===== config.mk =====
export PLATFORM = sky130hd
export DESIGN_NAME = operand_bypass
export DESIGN_NICKNAME = d
export VERILOG_FILES = /design/src/hw/isa_pkg.sv /design/src/hw/issue_pkg.sv /design/src/hw/operand_bypass.sv
export SDC_FILE = /design/constraint.sdc
export NUM_CORES = 1
export LEC_CHECK = 0
export BUFFER_PORTS_ARGS = -buffer_cell sky130_fd_sc_hd__buf_4
export CELL_PAD_IN_SITES_DETAIL_PLACEMENT = 1
export CELL_PAD_IN_SITES_GLOBAL_PLACEMENT = 2
export CORE_AREA = 4 4 244 246
export DETAILED_ROUTE_END_ITERATION = 10
export DIE_AREA = 0 0 248 250
export GPL_TIMING_DRIVEN = 1
export PLACE_DENSITY = 0.67
export SLEW_MARGIN = 20
export SYNTH_ARGS = -nofsm -noshare
export SYNTH_HDL_FRONTEND = slang
export SYNTH_SLANG_ARGS = --single-unit
export TNS_END_PERCENT = 10

===== constraint.sdc =====
create_clock -name vclk -period 4.7
set_input_delay 0.47 -clock vclk [all_inputs]
set_output_delay 0.47 -clock vclk [all_outputs]
set_load 0.02 [all_outputs]

===== src/hw/isa_pkg.sv =====
// Only the RV32 register fields are decoded here; four issue classes cover every instruction
package isa_pkg;

    // Machine word and register index
    typedef logic [31:0] xlen_t;
    typedef logic [4:0]  reg_idx_t;

    // Issue class, set by the decoder ahead of this stage
    typedef enum logic [1:0]
    {
        CLASS_ALU   = 2'd0,
        CLASS_LOAD  = 2'd1,
        CLASS_STORE = 2'd2,
        CLASS_MUL   = 2'd3
    } instr_class_e;

    // Register fields inside an instruction word
    localparam int RD_LSB = 7;
    localparam int RA_LSB = 15;
    localparam int RB_LSB = 20;

    // PC step per instruction
    localparam int INSTR_BYTES = 4;

endpackage


===== src/hw/issue_pkg.sv =====
// Loads and multiplies finish in E2; with a bypass option off their users wait for writeback
package issue_pkg;
    import isa_pkg::*;

    // One word from the fetch unit
    typedef struct packed
    {
        logic         valid;
        xlen_t        instr;
        xlen_t        pc;
        instr_class_e iclass;
        logic         rd_valid;
    } fetch_word_t;

    // One issue slot, operands filled in at the top level
    typedef struct packed
    {
        logic         valid;
        instr_class_e iclass;
        xlen_t        opcode;
        xlen_t        pc;
        reg_idx_t     rd;
        reg_idx_t     ra;
        reg_idx_t     rb;
        xlen_t        ra_value;
        xlen_t        rb_value;
    } issue_op_t;

    // State of one pipe stage
    typedef struct packed
    {
        logic         valid;
        instr_class_e iclass;
        reg_idx_t     rd;
        logic         rd_valid;
        xlen_t        pc;
        xlen_t        result;
    } stage_t;

    localparam bit    EN_DUAL_ISSUE  = 1'b1;
    localparam bit    EN_LOAD_BYPASS = 1'b1;
    localparam bit    EN_MUL_BYPASS  = 1'b1;
    localparam xlen_t RESET_PC       = 32'h0000_0000;

    // Op leaves a value in the register file
    function automatic logic writes_rd(issue_op_t op);
        return op.valid && (op.iclass != CLASS_STORE) && (op.rd != '0);
    endfunction

endpackage


===== src/hw/operand_bypass.sv =====
// Forwarded E1 values are ALU results; the scheduler keeps load and multiply users back
`timescale 1ns/1ps

module operand_bypass
    import isa_pkg::*;
    import issue_pkg::*;
(
     input  reg_idx_t ra_i
    ,input  reg_idx_t rb_i
    ,input  xlen_t    ra_file_i
    ,input  xlen_t    rb_file_i
    ,input  stage_t   p0_e1_i
    ,input  stage_t   p0_e2_i
    ,input  stage_t   p0_wb_i
    ,input  stage_t   p1_e1_i
    ,input  stage_t   p1_e2_i
    ,input  stage_t   p1_wb_i
    ,input  xlen_t    exec0_value_i
    ,input  xlen_t    exec1_value_i
    ,output xlen_t    ra_value_o
    ,output xlen_t    rb_value_o
);

    function automatic logic hit(stage_t s, reg_idx_t idx);
        return s.valid && s.rd_valid && (s.rd == idx);
    endfunction

    // Oldest source first, each newer match overrides
    function automatic xlen_t resolve(reg_idx_t idx, xlen_t file_val);
        xlen_t val;
        val = file_val;
        if (hit(p0_wb_i, idx))
            val = p0_wb_i.result;
        if (hit(p1_wb_i, idx))
            val = p1_wb_i.result;
        if (hit(p0_e2_i, idx))
            val = p0_e2_i.result;
        if (hit(p1_e2_i, idx))
            val = p1_e2_i.result;
        if (hit(p0_e1_i, idx))
            val = exec0_value_i;
        if (hit(p1_e1_i, idx))
            val = exec1_value_i;
        // x0 reads as zero
        if (idx == '0)
            val = '0;
        return val;
    endfunction

    always_comb
    begin
        ra_value_o = resolve(ra_i, ra_file_i);
        rb_value_o = resolve(rb_i, rb_file_i);
    end

endmodule


* Word-level counts from Yosys, hierarchy flattened *
Index checks and enable logic that the tools add are counted.

storage, ports and cells
  register bits after elaboration = 0
  latch bits = 0
  memory bits (writable) = 0
  memory bits (read-only) = 0
  input bits = 576
  output and inout bits = 64
  word-level logic and storage cells = 46
  memories kept = 0

cells by class
  add/subtract/negate cells = 0
  multipliers = 0
  divide/modulo/power cells = 0
  $lt $le $gt $ge = 0
  equality and inequality tests = 12
  shift-type cells = 0
  muxes and demuxes = 14
  bitwise operators = 0
  reductions and logical operators = 20

operator list
  operator             number
  two-way mux 32 bit   14
  equality test 5 bit  12
  logical AND 1 bit    18
  logical NOT 5 bit    2

* Logic depth before layout (Yosys ltp) *
Gate-level depths: netlist (run 1).

  depth in word-level cells = 9
  depth in mapped cells = 9
  gate-level depth less buffers = 5

* Least setup slack after synthesis (run 1) *
OpenSTA, ideal clock, no wires.

  path kind = input port to output port
  from = in ra_i[4]
  to = out ra_value_o[10]
  arrival time = 2.373 ns
  required time = 4.230 ns
  path slack = 1.857 ns
  stages = 8
  buffers on the path = 3
  path through = buf_2 xor2_1 or4_4 buf_6 buf_6 o211ai_1 a31oi_1 a211oi_1

on the way
  word-level cells in the longest chain between the ends = 9
  elaborated cells between the ends (all ways) = 20
  classes of those cells = 6 x eq/ne; 7 x mux; 7 x reduce/logical

ends and longest elaborated chain
  item                    RTL line              text
  from (decl)             operand_bypass.sv:8   input reg_idx_t ra_i
  equality test 5 bit     operand_bypass.sv:25  return s.valid && s.rd_valid && (s.rd == idx);
  logical AND 1 bit       operand_bypass.sv:25
  two-way mux 32 bit      operand_bypass.sv:32  if (hit(p0_wb_i, idx))
  two-way mux 32 bit      operand_bypass.sv:34  if (hit(p1_wb_i, idx))
  two-way mux 32 bit      operand_bypass.sv:36  if (hit(p0_e2_i, idx))
  two-way mux 32 bit      operand_bypass.sv:38  if (hit(p1_e2_i, idx))
  two-way mux 32 bit      operand_bypass.sv:40  if (hit(p0_e1_i, idx))
  two-way mux 32 bit      operand_bypass.sv:42  if (hit(p1_e1_i, idx))
  two-way mux 32 bit (*)  operand_bypass.sv:45  if (idx == '0)
  to (decl)               operand_bypass.sv:20  ,output xlen_t ra_value_o

Every way passes the cells marked *; elsewhere a longest branch is shown, timed or not.

* Worst setup path after layout (run 1) *
  from = in ra_i[2]
  to = out ra_value_o[3]

Same word-level chain as after synthesis.

==> flow_metrics.tcl, run 1 <==
set metrics [dict create \
    dieArea_mm2 0.06200 \
    seq_cells 0 \
    power_density_mw_per_mm2 92.17 \
    ir_drop_uv 57.71 \
    worst_path_max_delay_cell "or4_4" \
    fin_area_mm2 0.009587 \
    finalHoldViolCount 0 \
    place_congestion 0.8459 \
    ys_warn_count 0 \
    postCtsHoldBufs 0 \
    detailed_place_hpwl_mm 41.20 \
    cp_num_cells 8 \
    synth.avg_cell_area_um2 6.554 \
    post-cts-setup-buffer-count 0 \
    arrival_ps 3450 \
    worstMarginPinSlew_ps 1153 \
    port-buffer-count 372 \
    row_count 88 \
    cpMostUsedCell "buf_4" \
    max_freq_ghz 0.2553 \
    antenna_found_initial 6 \
    crit_type "in -> out" \
    grt_max_degree 65 \
    synthCells 918 \
    setup_viol 0 \
    whs_path_depth 4 \
    fill_cells 6962 \
    endpoint_kind "output pin" \
    hp-class "in -> out" \
    path_delay_family "simple AND/OR/NAND/NOR gates" \
    rsz0062_at_grt "false" \
    fin_crit_ps 3918 \
    outcome "finished clean" \
    die_h_um 250 \
    seq_area_um2 0 \
    wl_per_cell_um 28.72 \
    syn_area_mm2 0.006017 \
    hold_start "exec1_value_i[20]" \
    post-place-cells 1958 \
    slew_headroom_pct 23.16 \
    cp_max_fo 32 \
    post-route-util_pct 16.71 \
    drt_drc_violations_left 0 \
    final_layout_size_suffix_gt1_share_pct 37.80 \
    fin_cells 1963 \
    floorplan.initialDensity_pct 10.49 \
    dr.pass1.iters 7 \
    ctsResizeCount 0 \
    seq_area_frac_synth_pct 0 \
    grt_use_total_pct 16.94 \
    first_global_vias 10480 \
    required_ps 4230 \
    cap_violations 0 \
    clock_buffers 0 \
    ioPinCount 640 \
    holdPathEnd "rb_value_o[20]" \
    core-area_mm2 0.05737 \
    die_w_um 248 \
    first_iter_violations 847 \
    placed_cell_area_mm2 0.009574 \
    slew_viol_final 0 \
    path_cells "buf_4 -> xor2_1 -> or4_4 -> nor2_4 -> buf_4 -> a221oi_1 -> a211oi_1 -> buf_4" \
    syn-num-nets 1494 \
    vias_per_cell 5.015 \
    nets 1771 \
    drtAntennaViolNets 0 \
    tns_ps 0 \
    syn2layout_area_growth_pct 59.33 \
    crit_path_max_incr_delay_ps 750 \
    post-place-ws_ps 775.0 \
    p_leak_uw 0.003311 \
    dr_total_vias 9844 \
    cp-start-kind "input pin" \
    crit_buf_inv 3 \
    fin_crit_sh_pct 83.36 \
    grt_pass1_wl_mm 77.50 \
    overflow 0 \
    finalWirelength_mm 56.37 \
    fin_ws_ps 782.3 \
    synth_cell_types 45 \
]
## logic make-up (layout without fill, tap and decap cells)
family | after synthesis | in the layout | share of synthesized area [%]
buffers and inverters | 173 | 448 | 12.50
AND/OR/NAND/NOR | 325 | 325 | 30.69
other | 0 | 5 | 0
AO/OA/AOI/OAI | 360 | 360 | 48.08
XOR/XNOR | 60 | 60 | 8.734
## layout by cell type, fill, tap and decap left out, drive strengths merged, types with 28 or more instances in the layout
cell	Yosys	final
nand3	38	38
a22oi	31	31
or3	65	65
a311o	32	32
nor3	98	98
o211ai	31	31
and3	28	28
xnor2	39	39
a31oi	33	33
o311ai	58	58
a21boi	32	32
nand2	36	36
a211oi	33	33
o21ai	32	32
a221oi	32	32
a32oi	31	31
inv	35	35
buf	40	413
## metrics by stage
stage / total power [uW] / hold WS, ps
2_1_floorplan: 366.5 / 1107
3_3_place_gp: 866.8 / 1307
3_5_place_dp: 874.7 / 1305
4_1_cts: 877.0 / 1305
5_1_grt: 931.2 / 1311
6_report: 883.6 / 1305
## power by group
part | leakage [uW] | internal (uW) | total (uW) | switching (uW)
combinational | 0.00331 | 371 | 884 | 513
clock | 0.0000000317 | 0.000102 | 0.000102 | 0
sequential | 0 | 0 | 0 | 0
total | 0.00331 | 371 | 884 | 513
## synthesized netlist by cell type, drive strengths merged, types with 4 or more instances
| cell type | instances | area (um^2) |
|---|---|---|
| or2 | 4 | 25.02 |
| inv | 35 | 131.4 |
| and3 | 28 | 175.2 |
| nor3 | 98 | 490.5 |
| nand3 | 38 | 190.2 |
| xor2 | 21 | 183.9 |
| a22oi | 31 | 232.7 |
| a211oi | 33 | 257.7 |
| a21boi | 32 | 240.2 |
| o211ai | 31 | 272.8 |
| o311ai | 58 | 508.0 |
| or3 | 65 | 406.6 |
| xnor2 | 39 | 341.6 |
| a32oi | 31 | 271.5 |
| a32o | 5 | 50.05 |
| a221oi | 32 | 280.3 |
| clkbuf | 98 | 367.9 |
| o21ai | 32 | 160.2 |
| buf | 40 | 252.8 |
| nor2 | 9 | 41.29 |
| and2 | 5 | 31.28 |
| nand2 | 36 | 135.1 |
| a31oi | 33 | 206.5 |
| nand3b | 27 | 202.7 |
| nand4 | 8 | 50.05 |
| o221ai | 5 | 43.79 |
| a311o | 32 | 320.3 |
## routing by layer
metal	wire length [um]	up-vias	global-route usage [%]	share of wire, %
met4	1086	4	3.611	1.9
li1	-	4258	-	-
met5	23	-	0	0.041
met3	5148	91	3.428	9.1
met1	24830	4923	23.44	44
met2	25280	568	27.11	45
## tightest hold or removal path: stages
cell and delay [ps]:
buf_4 110, nand2_1 50, a32oi_1 50, buf_4 150
## cell type report
type / instances / area [um^2] / share of cell area (%)
diodes: 5 / 12.51 / 0.1305
inverters: 35 / 131.4 / 1.370
repair buffers: 413 / 3138 / 32.73
multi-input cells: 745 / 5348 / 55.78
well taps: 765 / 957.2 / 9.984
## worst max path at each step
stage / start / end / slack, ps
5_1_grt: ra_i[2] / ra_value_o[14] / 710
4_1_cts: ra_i[2] / ra_value_o[14] / 770
3_5_place_dp: ra_i[2] / ra_value_o[14] / 770
6_report: ra_i[2] / ra_value_o[3] / 780
3_3_place_gp: ra_i[2] / ra_value_o[14] / 800
2_1_floorplan: ra_i[4] / ra_value_o[10] / 1860
No activity file was read; power rests on OpenSTA's default activity.
==> run 2: changes to the inputs <==
- ABC_AREA: not set -> 1
- CORE_AREA: 4 4 244 246 -> 4 4 249 251
- DIE_AREA: 0 0 248 250 -> 0 0 253 255
- PLACE_DENSITY: 0.67 -> 0.7
- clock period: 4.7 -> 4 ns (I/O delays scaled with it)
==> flow_metrics.tcl, run 2 <==
set metrics [dict create \
    grt_max_degree 45 \
    cap_violations 0 \
    antenna_found_initial 3 \
    whs_path_depth 4 \
    worst_path_max_delay_cell "nand3_2" \
    ctsResizeCount 0 \
    grt_pass1_wl_mm 73.06 \
    core-area_mm2 0.05991 \
    p_sw_uw 648.3 \
    drtAntennaViolNets 0 \
    path_cells "buf_4 -> inv_2 -> nor2_1 -> nor3_4 -> nand3_2 -> buf_4 -> nand3_1 -> nand3_1 -> nand3_1 -> nand2_1 -> a21oi_1 -> buf_4" \
    finalWirelength_mm 52.42 \
    final_layout_size_suffix_gt1_share_pct 29.14 \
    pwr-share-seq_pct 0 \
    post-cts-setup-buffer-count 0 \
    nets 2098 \
    arrival_ps 2830 \
    first_global_vias 10540 \
    cp-start-kind "input pin" \
    die_h_um 255 \
    dr.pass1.iters 5 \
    fin_crit_sh_pct 80.76 \
    fin_area_mm2 0.009438 \
    final_common_cell "buf_4" \
    fin_crit_ps 3230 \
    synth.most_common_cell "nand3_1" \
    tns_ps 0 \
    port-buffer-count 372 \
    synth.avg_cell_area_um2 4.733 \
    dieArea_mm2 0.06452 \
    syn-num-nets 1802 \
    ioPinCount 640 \
    slew_viol_final 0 \
    layout_common_cells "buf_4 (404), nand3_1 (227), nand2_1 (211), nor2_1 (210), nand4_1 (129)" \
    synth_area_leader_cell "nand3_1" \
    synthCells 1226 \
    syn2layout_area_growth_pct 62.63 \
    first_iter_violations 592 \
    synth_cell_types 32 \
    drt_drc_violations_left 0 \
    p_comb_share_pct 100.0 \
    rsz0062_at_grt "false" \
    max_freq_ghz 0.3096 \
    seq_cells 0 \
    p_sw_share_pct 60.89 \
    clock_buffers 0 \
    worstMarginPinSlew_ps 920.4 \
    row_count 90 \
    die_w_um 253 \
    cp_max_fo 22 \
    outcome "finished clean" \
    seq_area_um2 0 \
    place_congestion 0.8211 \
    power_density_mw_per_mm2 112.8 \
    slew_headroom_pct 38.64 \
    seq_area_frac_synth_pct 0 \
    dr_total_vias 10240 \
    detailed_place_hpwl_mm 41.61 \
    endpoint_kind "output pin" \
    crit_type "in -> out" \
    p_leak_uw 0.004598 \
    wl_per_cell_um 22.75 \
    crit_path_max_incr_delay_ps 610 \
    synth_top_cells_by_count "nand3_1 (232), nor2_1 (212), nand2_1 (211)" \
    floorplan.initialDensity_pct 9.687 \
    synth.top_cell.area_share_pct 20.01 \
    hp-class "in -> out" \
    postCtsHoldBufs 0 \
    ir_drop_uv 68.46 \
    setup_viol 0 \
    finalHoldViolCount 0 \
    placed_cell_area_mm2 0.009433 \
    grt_use_total_pct 15.12 \
    p_int_uw 416.4 \
    overflow 0 \
    required_ps 3600 \
    syn_area_mm2 0.005803 \
    ys_warn_count 0 \
    vias_per_cell 4.445 \
    power_frac_clock_pct 0 \
    synth_area_leaders "nand3_1 (20%), nand4_1 (14%), nor2_1 (14%)" \
]
-- run 2: kinds of logic (layout without fill, tap and decap cells) --
logic type	Yosys count	count (layout)	share of synthesized area [%]
XOR/XNOR	17	17	2.566
AND/OR/NAND/NOR	808	808	64.86
AO/OA/AOI/OAI	191	191	17.10
other	0	2	0
buffers and inverters	210	504	15.48
-- run 2: metrics by stage --
stage	setup WS, ps	hold slack, ps	util [%]	cells	total power (uW)
6_report	769.7	1216	15.75	2304	1065
5_1_grt	566.9	1235	15.75	2302	1140
4_1_cts	699.2	1221	15.75	2302	1068
3_5_place_dp	703.6	1221	15.75	2302	1065
3_3_place_gp	741.6	1221	15.75	2302	1052
2_1_floorplan	1757	1031	-	1226	442.2
-- run 2: power by group through the flow --
| stage | clock network, uW | logic (uW) | registers [uW] |
|---|---|---|---|
| after detailed placement | 0 | 1070 | 0 |
| after global routing | 0 | 1140 | 0 |
| final | 0.0000123 | 1060 | 0 |
| after CTS | 0 | 1070 | 0 |
| after floorplan | 0 | 442 | 0 |
| after global placement | 0 | 1050 | 0 |
-- run 2: path summary, 6_finish.rpt --
path / startpoint / to / slack [ps]
worst min-delay path: exec1_value_i[15] / rb_value_o[15] / 1220
worst max-delay path: rb_i[2] / rb_value_o[12] / 770
-- run 2: final cells by class --
| type | count | area [um^2] |
|---|---|---|
| Inverter | 98 | 367.9 |
| Antenna cell | 2 | 5.005 |
| Timing Repair Buffer | 406 | 3073 |
| Tap cell | 782 | 978.4 |
| Multi-Input combinational cell | 1016 | 5014 |
| Fill cell | 7686 | 50470 |
-- run 2: worst max-delay path: cells and delay by family --
kind	cells	cell delay, ps
simple gates	7	1350
buf+inv	4	900
compound gates	1	160
-- run 2: routing by layer --
| layer | part of all wire (%) | routed length [um] | GRT usage [%] |
|---|---|---|---|
| met5 | 0 | 0 | 0 |
| met3 | 6.2 | 3260 | 1.982 |
| met2 | 47 | 24440 | 25.91 |
| met1 | 45 | 23830 | 20.66 |
| met4 | 1.7 | 891 | 2.537 |
==> run 3: changes to the inputs <==
- clock period: 4 -> 3 ns (I/O delays scaled with it)
==> flow_metrics.tcl, run 3 (synthesis results as in run 2) <==
set metrics [dict create \
    max_freq_ghz 0.3816 \
    crit_type "in -> out" \
    dr.pass1.iters 6 \
    ir_drop_uv 81.24 \
    arrival_ps 2320 \
    post-route-util_pct 16.05 \
    finalHoldViolCount 0 \
    grt_max_degree 45 \
    syn2layout_area_growth_pct 65.65 \
    drt_drc_violations_left 0 \
    final_layout_size_suffix_gt1_share_pct 29.79 \
    clock_buffers 0 \
    worstMarginPinSlew_ps 833.3 \
    core-area_mm2 0.05991 \
    first_global_vias 10650 \
    fin_crit_ps 2621 \
    p_sw_share_pct 60.10 \
    fill_cells 7615 \
    seq_area_um2 0 \
    power_frac_clock_pct 0 \
    antenna_found_initial 1 \
    dr_total_vias 10420 \
    setup_viol 0 \
    endpoint_kind "output pin" \
    die_h_um 255 \
    post-cts-setup-buffer-count 0 \
    p_total_uw 1438 \
    overflow 0 \
    first_iter_violations 737 \
    p_leak_uw 0.004690 \
    seq_cells 0 \
    drtAntennaViolNets 0 \
    hp-class "in -> out" \
    path_cells "buf_4 -> inv_2 -> nand2_1 -> nand2_1 -> nor2_4 -> nand3_2 -> buf_4 -> nand2_1 -> nand3_1 -> nand3_1 -> nand3_1 -> nand2_1 -> a21oi_1 -> buf_4" \
    p_int_uw 573.8 \
    cp-start-kind "input pin" \
    vias_per_cell 4.497 \
    final_common_cell "buf_4" \
    port-buffer-count 372 \
    grt_pass1_wl_mm 73.22 \
    power_density_mw_per_mm2 149.6 \
    outcome "finished clean" \
    fin_crit_sh_pct 87.36 \
    cap_violations 0 \
    floorplan.initialDensity_pct 9.687 \
    layout_common_cells "buf_4 (412), nand3_1 (227), nand2_1 (211), nor2_1 (210), nand4_1 (129)" \
    p_sw_uw 864.4 \
    cpMostUsedCell "nand2_1" \
    wl_per_cell_um 22.64 \
    grt_use_total_pct 15.12 \
    postCtsHoldBufs 0 \
    place_congestion 0.8579 \
    whs_ps 1014 \
    crit_path_max_incr_delay_ps 290 \
    slew_viol_final 0 \
    worst_path_max_delay_cell "nor2_4" \
    ctsResizeCount 0 \
    pwr-share-seq_pct 0 \
    p_comb_share_pct 100.0 \
    die_w_um 253 \
    row_count 90 \
    dieArea_mm2 0.06452 \
    cp_max_fo 20 \
    n_antenna_cell 0 \
    detailed_place_hpwl_mm 42.37 \
    slew_headroom_pct 44.45 \
    required_ps 2700 \
    tns_ps 0 \
    ioPinCount 640 \
    nets 2112 \
    finalWirelength_mm 52.43 \
    rsz0062_at_grt "false" \
]
run 3: worst paths after layout:
check | start | to | slack (ps) | cells past startpoint
min | exec1_value_i[11] | ra_value_o[11] | 1010 | 4
max | ra_i[1] | ra_value_o[2] | 380 | 14
run 3: per-layer routing:
layer | routed length (um) | global-route usage [%] | up-vias
met3 | 3612 | 1.860 | 38
li1 | - | - | 4817
met4 | 822 | 2.191 | 0
met1 | 23390 | 20.77 | 5055
met2 | 24600 | 26.04 | 505
met5 | 0 | 0 | -
run 3: layout make-up:
class                           count  area (um^2)  share of cell area, %
Inverter                           98        367.9                  3.827
Timing Repair Buffer              420         3253                  33.84
Multi-Input combinational cell   1016         5014                  52.15
Tap cell                          782        978.4                  10.18
run 3: worst max-delay path, delay by kind of cell:
family	cells	cell delay (ps)
buffers and inverters	4	670
AND/OR/NAND/NOR	9	1270
AO/OA/AOI/OAI	1	60
run 3: through the flow:
step | cells | area [um^2] | worst slack [ps]
final | 2316 | 9613 | 379.3
after global routing | 2316 | 9613 | 243.2
after CTS | 2316 | 9613 | 357.7
after detailed placement | 2316 | 9613 | 370.6
after global placement | 2316 | 9613 | 378.2
after floorplan | 1226 | 5803 | 956.8
run 3: power by group through the flow:
| stage | Combinational [uW] | Sequential [uW] | Clock, uW |
|---|---|---|---|
| global route | 1540 | 0 | 0 |
| finish | 1440 | 0 | 0 |
| detailed placement | 1440 | 0 | 0 |
| CTS | 1450 | 0 | 0 |
| global placement | 1430 | 0 | 0 |
| floorplan | 590 | 0 | 0 |
